## config.mk

```make
export PLATFORM = sky130hd
export DESIGN_NAME = core
export DESIGN_NICKNAME = d
export VERILOG_FILES = /design/src/common/corePkg.sv /design/src/datapath/aluUnit.sv /design/src/datapath/instructionDecoder.sv /design/src/datapath/registerFile.sv /design/src/verilog/core.sv /design/src/verilog/phaseSequencer.sv /design/src/verilog/programCounter.sv
export SDC_FILE = /design/constraint.sdc
export NUM_CORES = 1
export LEC_CHECK = 0
export BUFFER_PORTS_ARGS = -buffer_cell sky130_fd_sc_hd__buf_2
export CAP_MARGIN = 20
export CORE_MARGIN = 4
export CORE_UTILIZATION = 41
export DETAILED_ROUTE_END_ITERATION = 8
export MAX_ROUTING_LAYER = met4
export PLACE_DENSITY = 0.63
export SYNTH_ARGS = -nofsm -noshare
export SYNTH_HDL_FRONTEND = slang
export SYNTH_HIERARCHICAL = 1
export SYNTH_SLANG_ARGS = --single-unit
```

## constraint.sdc

```tcl
create_clock -name CLK -period 5.8 [get_ports CLK]
set_clock_uncertainty 0.1 [all_clocks]
set_input_delay 0 -clock CLK [delete_from_list [all_inputs] [get_ports CLK]]
set_output_delay 0 -clock CLK [all_outputs]
set_load 0.02 [all_outputs]
```

## src/common/corePkg.sv

```systemverilog
package corePkg;

	// Datapath sizes
	localparam int DATA_WIDTH    = 16;
	localparam int REG_COUNT     = 8;
	localparam int REG_SEL_WIDTH = 3;

	// Instruction groups, bits 15..14 in every view
	localparam logic [1:0] GROUP_ARITHMETIC_LOGIC = 2'd0;
	localparam logic [1:0] GROUP_LOAD_STORE       = 2'd1;

	// ALU operation field
	localparam logic [3:0] ALU_OPX_MOV = 4'd0;
	localparam logic [3:0] ALU_OPX_ADD = 4'd1;
	localparam logic [3:0] ALU_OPX_SUB = 4'd2;
	localparam logic [3:0] ALU_OPX_AND = 4'd3;
	localparam logic [3:0] ALU_OPX_OR  = 4'd4;
	localparam logic [3:0] ALU_OPX_XOR = 4'd5;

	// ALU operand modes
	localparam logic [1:0] MODE_REGA_U8   = 2'd0;
	localparam logic [1:0] MODE_REGB_U8   = 2'd1;
	localparam logic [1:0] MODE_REGA_U8RB = 2'd2;
	localparam logic [1:0] MODE_REGA_REGB = 2'd3;

	// Load-store address post-update
	localparam logic [1:0] LDSF_NONE     = 2'd0;
	localparam logic [1:0] LDSF_POST_INC = 2'd1;
	localparam logic [1:0] LDSF_POST_DEC = 2'd2;

	// Load-store direction and mode
	localparam logic LDS_LD       = 1'b0;
	localparam logic LDS_ST       = 1'b1;
	localparam logic MODE_REG_MEM = 1'b1;

	// Named registers
	localparam logic [REG_SEL_WIDTH-1:0] REG_RA = 3'd0;
	localparam logic [REG_SEL_WIDTH-1:0] REG_RB = 3'd1;

	typedef struct packed {
		logic [1:0] group;
		logic [3:0] opx;
		logic [1:0] mode;
		logic [7:0] imm8;
	} aluFields;

	// Reserved pairs pad the load-store view to a full word
	typedef struct packed {
		logic [1:0]               group;
		logic [1:0]               flags;
		logic                     ldSt;
		logic                     mode;
		logic [1:0]               reservedHi;
		logic [REG_SEL_WIDTH-1:0] dataReg;
		logic [1:0]               reservedLo;
		logic [REG_SEL_WIDTH-1:0] addrReg;
	} ldsFields;

	// One instruction word, two readings
	typedef union packed {
		aluFields aluView;
		ldsFields ldsView;
	} instrWord;

	typedef enum logic [1:0] {
		PH_FETCH,
		PH_DECODE,
		PH_EXECUTE,
		PH_COMMIT
	} phaseState;

	typedef enum logic [2:0] {
		ALU_MOV,
		ALU_ADD,
		ALU_SUB,
		ALU_AND,
		ALU_OR,
		ALU_XOR
	} aluOp;

endpackage

```

## src/datapath/aluUnit.sv

```systemverilog
`timescale 1ns/10ps

module aluUnit
	import corePkg::*;
(
	input  aluOp                  aluOperation,
	input  logic [1:0]            operandMode,
	input  logic [7:0]            imm8,
	input  logic [DATA_WIDTH-1:0] readDataA,
	input  logic [DATA_WIDTH-1:0] readDataB,
	output logic [DATA_WIDTH-1:0] result
);

	logic [DATA_WIDTH-1:0] firstIn;
	logic [DATA_WIDTH-1:0] operand;

	// RB is the accumulator only in the RB immediate mode
	assign firstIn = (operandMode == MODE_REGB_U8) ? readDataB : readDataA;

	always_comb begin
		case (operandMode)
			MODE_REGA_U8:   operand = {8'h00, imm8};
			MODE_REGB_U8:   operand = {8'h00, imm8};
			// Immediate high, RB low byte
			MODE_REGA_U8RB: operand = {imm8, readDataB[7:0]};
			MODE_REGA_REGB: operand = readDataB;
			default:        operand = readDataB;
		endcase
	end

	// Sums wrap at 16 bits
	always_comb begin
		case (aluOperation)
			ALU_MOV: result = operand;
			ALU_ADD: result = firstIn + operand;
			ALU_SUB: result = firstIn - operand;
			ALU_AND: result = firstIn & operand;
			ALU_OR:  result = firstIn | operand;
			ALU_XOR: result = firstIn ^ operand;
			default: result = operand;
		endcase
	end

endmodule

```

## src/datapath/instructionDecoder.sv

```systemverilog
`timescale 1ns/10ps

module instructionDecoder
	import corePkg::*;
(
	input  logic                     CLK,
	input  logic                     arstN,
	input  logic                     fetch,
	input  logic                     execute,
	input  logic [DATA_WIDTH-1:0]    dbusIn,
	output logic [REG_SEL_WIDTH-1:0] readSelA,
	output logic [REG_SEL_WIDTH-1:0] readSelB,
	output logic [REG_SEL_WIDTH-1:0] writeSel,
	output logic [REG_SEL_WIDTH-1:0] addrSel,
	output aluOp                     aluOperation,
	output logic [1:0]               operandMode,
	output logic [7:0]               imm8,
	output logic                     memRead,
	output logic                     memWrite,
	output logic                     regWriteEn,
	output logic                     addrUpdateEn,
	output logic                     addrStep,
	output logic [DATA_WIDTH-1:0]    loadData,
	output logic                     loadSelect
);

	instrWord instr;
	logic     isLoad;
	logic     isStore;

	// Instruction register, loaded as fetch ends
	always_ff @(posedge CLK or negedge arstN) begin
		if (!arstN) begin
			instr <= '0;
		end else if (fetch) begin
			instr <= dbusIn;
		end
	end

	// Load data sampled as LD execute ends
	always_ff @(posedge CLK) begin
		if (execute && isLoad) begin
			loadData <= dbusIn;
		end
	end

	always_comb begin
		readSelA     = REG_RA;
		readSelB     = REG_RB;
		writeSel     = REG_RA;
		addrSel      = instr.ldsView.addrReg;
		aluOperation = ALU_MOV;
		operandMode  = instr.aluView.mode;
		imm8         = instr.aluView.imm8;
		regWriteEn   = 1'b0;
		addrUpdateEn = 1'b0;
		addrStep     = 1'b0;
		isLoad       = 1'b0;
		isStore      = 1'b0;
		case (instr.aluView.group)
			GROUP_ARITHMETIC_LOGIC: begin
				// Only the RB immediate mode targets RB
				if (instr.aluView.mode == MODE_REGB_U8) begin
					writeSel = REG_RB;
				end
				regWriteEn = 1'b1;
				case (instr.aluView.opx)
					ALU_OPX_ADD: aluOperation = ALU_ADD;
					ALU_OPX_SUB: aluOperation = ALU_SUB;
					ALU_OPX_AND: aluOperation = ALU_AND;
					ALU_OPX_OR:  aluOperation = ALU_OR;
					ALU_OPX_XOR: aluOperation = ALU_XOR;
					ALU_OPX_MOV: aluOperation = ALU_MOV;
					default:     aluOperation = ALU_MOV;
				endcase
			end
			GROUP_LOAD_STORE: begin
				if (instr.ldsView.mode == MODE_REG_MEM) begin
					// Port A carries the address, port B the data
					readSelA   = instr.ldsView.addrReg;
					readSelB   = instr.ldsView.dataReg;
					writeSel   = instr.ldsView.dataReg;
					isLoad     = (instr.ldsView.ldSt == LDS_LD);
					isStore    = (instr.ldsView.ldSt == LDS_ST);
					regWriteEn = isLoad;
					case (instr.ldsView.flags)
						LDSF_NONE:     addrUpdateEn = 1'b0;
						LDSF_POST_INC: addrUpdateEn = 1'b1;
						LDSF_POST_DEC: begin
							addrUpdateEn = 1'b1;
							addrStep     = 1'b1;
						end
						default:       addrUpdateEn = 1'b0;
					endcase
				end
			end
			// Other groups fall through as no-ops
			default: ;
		endcase
	end

	// Strobes only live during execute
	assign memRead    = execute & isLoad;
	assign memWrite   = execute & isStore;
	assign loadSelect = isLoad;

endmodule

```

## src/datapath/registerFile.sv

```systemverilog
`timescale 1ns/10ps

module registerFile
	import corePkg::*;
(
	input  logic                     CLK,
	input  logic                     arstN,
	input  logic                     commit,
	input  logic                     regWriteEn,
	input  logic                     addrUpdateEn,
	input  logic                     addrStep,
	input  logic [REG_SEL_WIDTH-1:0] readSelA,
	input  logic [REG_SEL_WIDTH-1:0] readSelB,
	input  logic [REG_SEL_WIDTH-1:0] writeSel,
	input  logic [REG_SEL_WIDTH-1:0] addrSel,
	input  logic [DATA_WIDTH-1:0]    writeData,
	output logic [DATA_WIDTH-1:0]    readDataA,
	output logic [DATA_WIDTH-1:0]    readDataB
);

	logic [DATA_WIDTH-1:0] regs [REG_COUNT];
	logic [DATA_WIDTH-1:0] addrNext;

	// Post-increment or post-decrement by one
	assign addrNext = addrStep ? regs[addrSel] - 16'd1 : regs[addrSel] + 16'd1;

	always_ff @(posedge CLK or negedge arstN) begin
		if (!arstN) begin
			for (int i = 0; i < REG_COUNT; i++) begin
				regs[i] <= '0;
			end
		end else if (commit) begin
			if (addrUpdateEn) begin
				regs[addrSel] <= addrNext;
			end
			// Later assignment, so the data write wins a clash
			if (regWriteEn) begin
				regs[writeSel] <= writeData;
			end
		end
	end

	// Asynchronous read ports
	assign readDataA = regs[readSelA];
	assign readDataB = regs[readSelB];

endmodule

```

## src/verilog/core.sv

```systemverilog
`timescale 1ns/10ps

module core
	import corePkg::*;
(
	input  logic                  CLK,
	input  logic                  arstN,
	input  logic [DATA_WIDTH-1:0] dbusIn,
	output logic [DATA_WIDTH-1:0] abus,
	output logic [DATA_WIDTH-1:0] dbusOut,
	output logic                  rd,
	output logic                  wr,
	output logic                  fetch,
	output logic                  decode,
	output logic                  execute,
	output logic                  commit
);

	logic [DATA_WIDTH-1:0]    pc;
	logic [REG_SEL_WIDTH-1:0] readSelA;
	logic [REG_SEL_WIDTH-1:0] readSelB;
	logic [REG_SEL_WIDTH-1:0] writeSel;
	logic [REG_SEL_WIDTH-1:0] addrSel;
	aluOp                     aluOperation;
	logic [1:0]               operandMode;
	logic [7:0]               imm8;
	logic                     memRead;
	logic                     memWrite;
	logic                     regWriteEn;
	logic                     addrUpdateEn;
	logic                     addrStep;
	logic [DATA_WIDTH-1:0]    loadData;
	logic                     loadSelect;
	logic [DATA_WIDTH-1:0]    readDataA;
	logic [DATA_WIDTH-1:0]    readDataB;
	logic [DATA_WIDTH-1:0]    result;
	logic [DATA_WIDTH-1:0]    writeData;
	logic [DATA_WIDTH-1:0]    dbusHold;

	phaseSequencer i_phaseSequencer (
		.CLK(CLK), .arstN(arstN),
		.fetch(fetch), .decode(decode), .execute(execute), .commit(commit)
	);

	programCounter i_programCounter (
		.CLK(CLK), .arstN(arstN), .commit(commit), .pc(pc)
	);

	instructionDecoder i_instructionDecoder (
		.CLK(CLK), .arstN(arstN), .fetch(fetch), .execute(execute), .dbusIn(dbusIn),
		.readSelA(readSelA), .readSelB(readSelB), .writeSel(writeSel), .addrSel(addrSel),
		.aluOperation(aluOperation), .operandMode(operandMode), .imm8(imm8),
		.memRead(memRead), .memWrite(memWrite), .regWriteEn(regWriteEn),
		.addrUpdateEn(addrUpdateEn), .addrStep(addrStep),
		.loadData(loadData), .loadSelect(loadSelect)
	);

	registerFile i_registerFile (
		.CLK(CLK), .arstN(arstN), .commit(commit), .regWriteEn(regWriteEn),
		.addrUpdateEn(addrUpdateEn), .addrStep(addrStep),
		.readSelA(readSelA), .readSelB(readSelB), .writeSel(writeSel), .addrSel(addrSel),
		.writeData(writeData), .readDataA(readDataA), .readDataB(readDataB)
	);

	aluUnit i_aluUnit (
		.aluOperation(aluOperation), .operandMode(operandMode), .imm8(imm8),
		.readDataA(readDataA), .readDataB(readDataB), .result(result)
	);

	// Loads commit memory data, everything else the ALU result
	assign writeData = loadSelect ? loadData : result;

	// Fetch addresses by pc, otherwise by the address register
	assign abus = fetch ? pc : readDataA;
	assign rd   = fetch | memRead;
	assign wr   = memWrite;

	// Last stored value stays on the bus
	always_ff @(posedge CLK) begin
		if (memWrite) begin
			dbusHold <= readDataB;
		end
	end

	assign dbusOut = memWrite ? readDataB : dbusHold;

endmodule

```

## src/verilog/phaseSequencer.sv

```systemverilog
`timescale 1ns/10ps

module phaseSequencer
	import corePkg::*;
(
	input  logic CLK,
	input  logic arstN,
	output logic fetch,
	output logic decode,
	output logic execute,
	output logic commit
);

	phaseState state;
	phaseState nextState;

	// Fixed rotation, no stalls
	always_comb begin
		case (state)
			PH_FETCH:   nextState = PH_DECODE;
			PH_DECODE:  nextState = PH_EXECUTE;
			PH_EXECUTE: nextState = PH_COMMIT;
			default:    nextState = PH_FETCH;
		endcase
	end

	// Reset lands in fetch
	always_ff @(posedge CLK or negedge arstN) begin
		if (!arstN) begin
			state <= PH_FETCH;
		end else begin
			state <= nextState;
		end
	end

	// One-hot phase levels
	always_comb begin
		fetch   = (state == PH_FETCH);
		decode  = (state == PH_DECODE);
		execute = (state == PH_EXECUTE);
		commit  = (state == PH_COMMIT);
	end

endmodule

```

## src/verilog/programCounter.sv

```systemverilog
`timescale 1ns/10ps

module programCounter
	import corePkg::*;
(
	input  logic                  CLK,
	input  logic                  arstN,
	input  logic                  commit,
	output logic [DATA_WIDTH-1:0] pc
);

	logic [DATA_WIDTH-1:0] pcNext;

	// Plain increment, wraps at 16 bits
	assign pcNext = pc + 16'd1;

	// Advance at the edge closing commit
	always_ff @(posedge CLK or negedge arstN) begin
		if (!arstN) begin
			pc <= '0;
		end else if (commit) begin
			pc <= pcNext;
		end
	end

endmodule
```

==> run_results.csv <==
group,metric,value,unit
final_layout,multiInputGateArea,0.009704,mm2
yosys,ys_seq_area_share,31.67,%
yosys,yosys.area_share.adder,6.138,%
yosys,yosys-top-cells-count,"dfrtp_1, nand2_1, nor2_1, a21oi_1, o21ai_0",
final_layout,regArea,0.004858,mm2
worst_setup_path,cp.arrival,5720,ps
timing,timing.final.crit_share,95.17,%
clocking,tritoncts,"done",
yosys,synth_xor_area_share,3.297,%
run,maxCapViolCount,0,
worst_setup_path,timing.rr.start,"i_instructionDecoder/instr[15]$_DFFE_PN0P_",
yosys,synth_top_family_by_area,"multiplexers",
grt,grt_antenna_before_repair,0,
final_layout,fin_cells,2065,
yosys,synth_warnings,6,
yosys,synth_edf_count,16,
final_layout,area_growth,11.03,%
yosys,synthCells,1545,
final_layout,drive_gt1_share,23.48,%
grt,overflow,0,
worst_hold_path,hold_class,"input port to asynchronous set/reset pin",
floorplan,die_area,0.04055,mm2
yosys,syn-cell-area,0.01533,mm2
worst_setup_path,path_class,"register to register",
detailed_routing,drc_errors,0,
placed_design,placedCellCount,2015,
placed_design,detailed_place_hpwl,42390,um
power_and_ir_drop,p_leak,7.361,nW
yosys,ys_seq_elements,194,
clocking,clkSinkCount,194,
power_and_ir_drop,power.density,259.1,mW/mm2
worst_setup_path,rr_endpoint,"i_registerFile/regs[94]$_DFFE_PN0P_",
grt,grt_pass1_wl,87480,um
detailed_routing,wl_per_cell,28.69,um
worst_setup_path,end_kind,"register",
timing,worstMarginPinSlew,1286,ps
detailed_routing,m1WireLength,23110,um
yosys,ys_types,79,
floorplan,floorplan.initialDensity,41.67,%
yosys,synth_compound_area_share,19.83,%
timing,clock.fmax,181.2,MHz
timing,finalCriticalPeriod,5520,ps
final_layout,antenna_cells,0,
clocking,ctsLongestPathBuffers,2,
yosys,yosysMostFrequentCell,"dfrtp_1",
worst_setup_path,critical_path_required,6000,ps
yosys,synth.top_cell.area_share,26.44,%
floorplan,die_h,201.4,um
worst_setup_path,crit_path_start_kind,"register",
detailed_routing,wl_met2,26240,um
detailed_routing,dr_wl_met3,7052,um
worst_setup_path,path_max_fanout,27,
detailed_routing,drt_wl_total,59240,um
floorplan,pin_count,56,
worst_setup_path,reg2reg_slack,280,ps
final_layout,fillCellCount,3459,
placed_design,place.port_buffers,55,
yosys,synthMuxAreaShare,22.63,%
timing,hold_viol,0,
detailed_routing,postRouteAntennaNets,0,
timing,drv_slew,0,
timing,slew-limit-headroom,13.60,%
timing,setup_viol,0,
yosys,synth_area_per_cell,9.922,um2
detailed_routing,vias_per_cell,6.772,
clocking,clock_latency,460,ps
floorplan,rows,70,
run_status,status,"completed",
clocking,clock-root-buffer,"clkbuf_16",
final_layout,final_nets,1677,
detailed_routing,drt_iter0_drc,1839,
clocking,numCtsBuffers,17,
floorplan,die_x,201.4,um
placed_design,gp_congestion,1.044,
yosys,synth-simple-area-share,10.96,%
grt,grt_pass1_vias,13270,
worst_setup_path,r2r_cells,24,
clocking,clk_pin_slew,70,ps
detailed_routing,vias,13980,
yosys,yosysTopAreaCell,"dfrtp_1",
yosys,async_reset_ff_share,83.51,%
clocking,htree_levels,4,
timing,whs,16.14,ps
yosys,syn_nets,1637,
power_and_ir_drop,peakVddDrop,0.1673,mV
yosys,synth_top_flop_cell,"dfrtp_1",
grt,grt_usage,29.09,%
grt,grt_max_degree,59,
detailed_routing,first_pass_iters,8,
detailed_routing,routed.top_layer,"met4",
floorplan,core,0.03679,mm2
yosys,synthTopCellsByArea,"dfrtp_1, mux4_2, mux2_2",
cells by family after synthesis:
logic type                 count (synthesis)
and+or+nand+nor                          364
DFF                                      194
AOI/OAI and AO/OA                        445
buffers and inverters                    174
xor gates and xnor gates                  56
adders and majority gates                 74
muxes                                    238
cell usage in the layout, fill, tap and decap left out, drive strengths merged, types with 8 or more instances in the layout:
cell type	netlist	final
xnor2	41	41
a221oi	18	18
inv	53	55
nor3	16	16
mux2i	56	56
nand2b	16	16
and2	14	14
nand4	10	10
dfxtp	16	16
nand3	21	21
clkbuf	63	22
xor2	15	15
o22a	15	15
o22ai	44	44
o221ai	16	16
nor2	119	119
a222oi	15	15
a21oi	95	95
nand2	125	125
buf	58	125
dlygate4sd3	0	17
dfrtp	162	162
edfxtp	16	16
a21o	21	21
or3	8	8
mux4	66	66
ha	72	72
nor2b	16	16
a31oi	20	20
o21a	20	20
mux2	116	116
a22oi	35	35
a32oi	34	34
o21ai	87	87
power breakdown:
part	total (W)	internal [W]	leakage, nW	switching [W]
Sequential	0.00161	0.00147	2.41	0.000136
Combinational	0.00147	0.000627	4.64	0.000846
Clock	0.00133	0.000755	0.312	0.000572
Total	0.00441	0.00286	7.36	0.00155
state kept, by name (all words and copies together), names as in the netlist:
| name | flops |
|---|---|
| i_instructionDecoder/loadData | 16 |
| i_registerFile/regs | 128 |
| i_instructionDecoder/instr | 16 |
| i_programCounter/pc | 16 |
| dbusHold | 16 |
| i_phaseSequencer/state | 2 |
worst max-delay path, cell delays in order (launching register included):
cell	delay, ps
dfrtp_1	450
and3b_2	310
buf_4	150
and2_4	250
buf_12	220
mux4_2	330
mux2_2	330
mux2i_1	220
o21a_1	220
nand3_1	180
o21ai_1	200
xnor2_1	140
ha_1	300
nand2_1	140
nor2_1	70
a21oi_1	200
nand4_1	200
a31oi_2	220
xnor2_1	90
a21o_1	180
mux2_4	320
nand2_2	130
nor2_1	60
a211oi_1	200
o21ai_0	140
timing repair:
action	4_1_cts	5_1_grt
setup endpoints to repair	0	36
hold buffers	18	0
endpoints found under the hold margin	80	0
buffers inserted	0	0
gates resized for setup	0	10
worst max-delay path by stage:
stage                                                from  slack, ps                                   end
5_1_grt        i_instructionDecoder/instr[15]$_DFFE_PN0P_        -10   i_registerFile/regs[94]$_DFFE_PN0P_
4_1_cts        i_instructionDecoder/instr[15]$_DFFE_PN0P_        110  i_registerFile/regs[126]$_DFFE_PN0P_
3_5_place_dp   i_instructionDecoder/instr[15]$_DFFE_PN0P_        150   i_registerFile/regs[94]$_DFFE_PN0P_
2_1_floorplan  i_instructionDecoder/instr[14]$_DFFE_PN0P_        270   i_registerFile/regs[29]$_DFFE_PN0P_
3_3_place_gp   i_instructionDecoder/instr[15]$_DFFE_PN0P_        260   i_registerFile/regs[78]$_DFFE_PN0P_
6_report       i_instructionDecoder/instr[15]$_DFFE_PN0P_        280   i_registerFile/regs[94]$_DFFE_PN0P_
metrics by stage:
stage	utilization (%)	setup slack, ps	setup TNS [ps]	total power (W)	area (um2)
floorplan	-	271.3	0	0.002571	15330
global placement	43.82	260.0	0	0.003008	16120
detailed placement	43.86	147.6	0	0.003033	16130
CTS	46.16	106.1	0	0.004366	16980
global route	46.27	-14.81	-29.18	0.004581	17020
finish	46.27	280.3	0	0.004410	17020
layer usage:
layer  up-vias  GRT usage (%)
li1       5904              -
met1      6945          38.85
met2       978          42.83
met3       157          6.317
met4         0          12.67
met5         -              -
area by class of cell:
type	instances	area share (%)
multi-input combinational	1177	57.01
sequential	194	28.54
timing repair buffer	142	6.028
tap	468	3.440
clock buffer	22	2.970
inverter	53	1.169
clock inverter	9	0.8380
No activity file was read; power rests on OpenSTA's default activity.
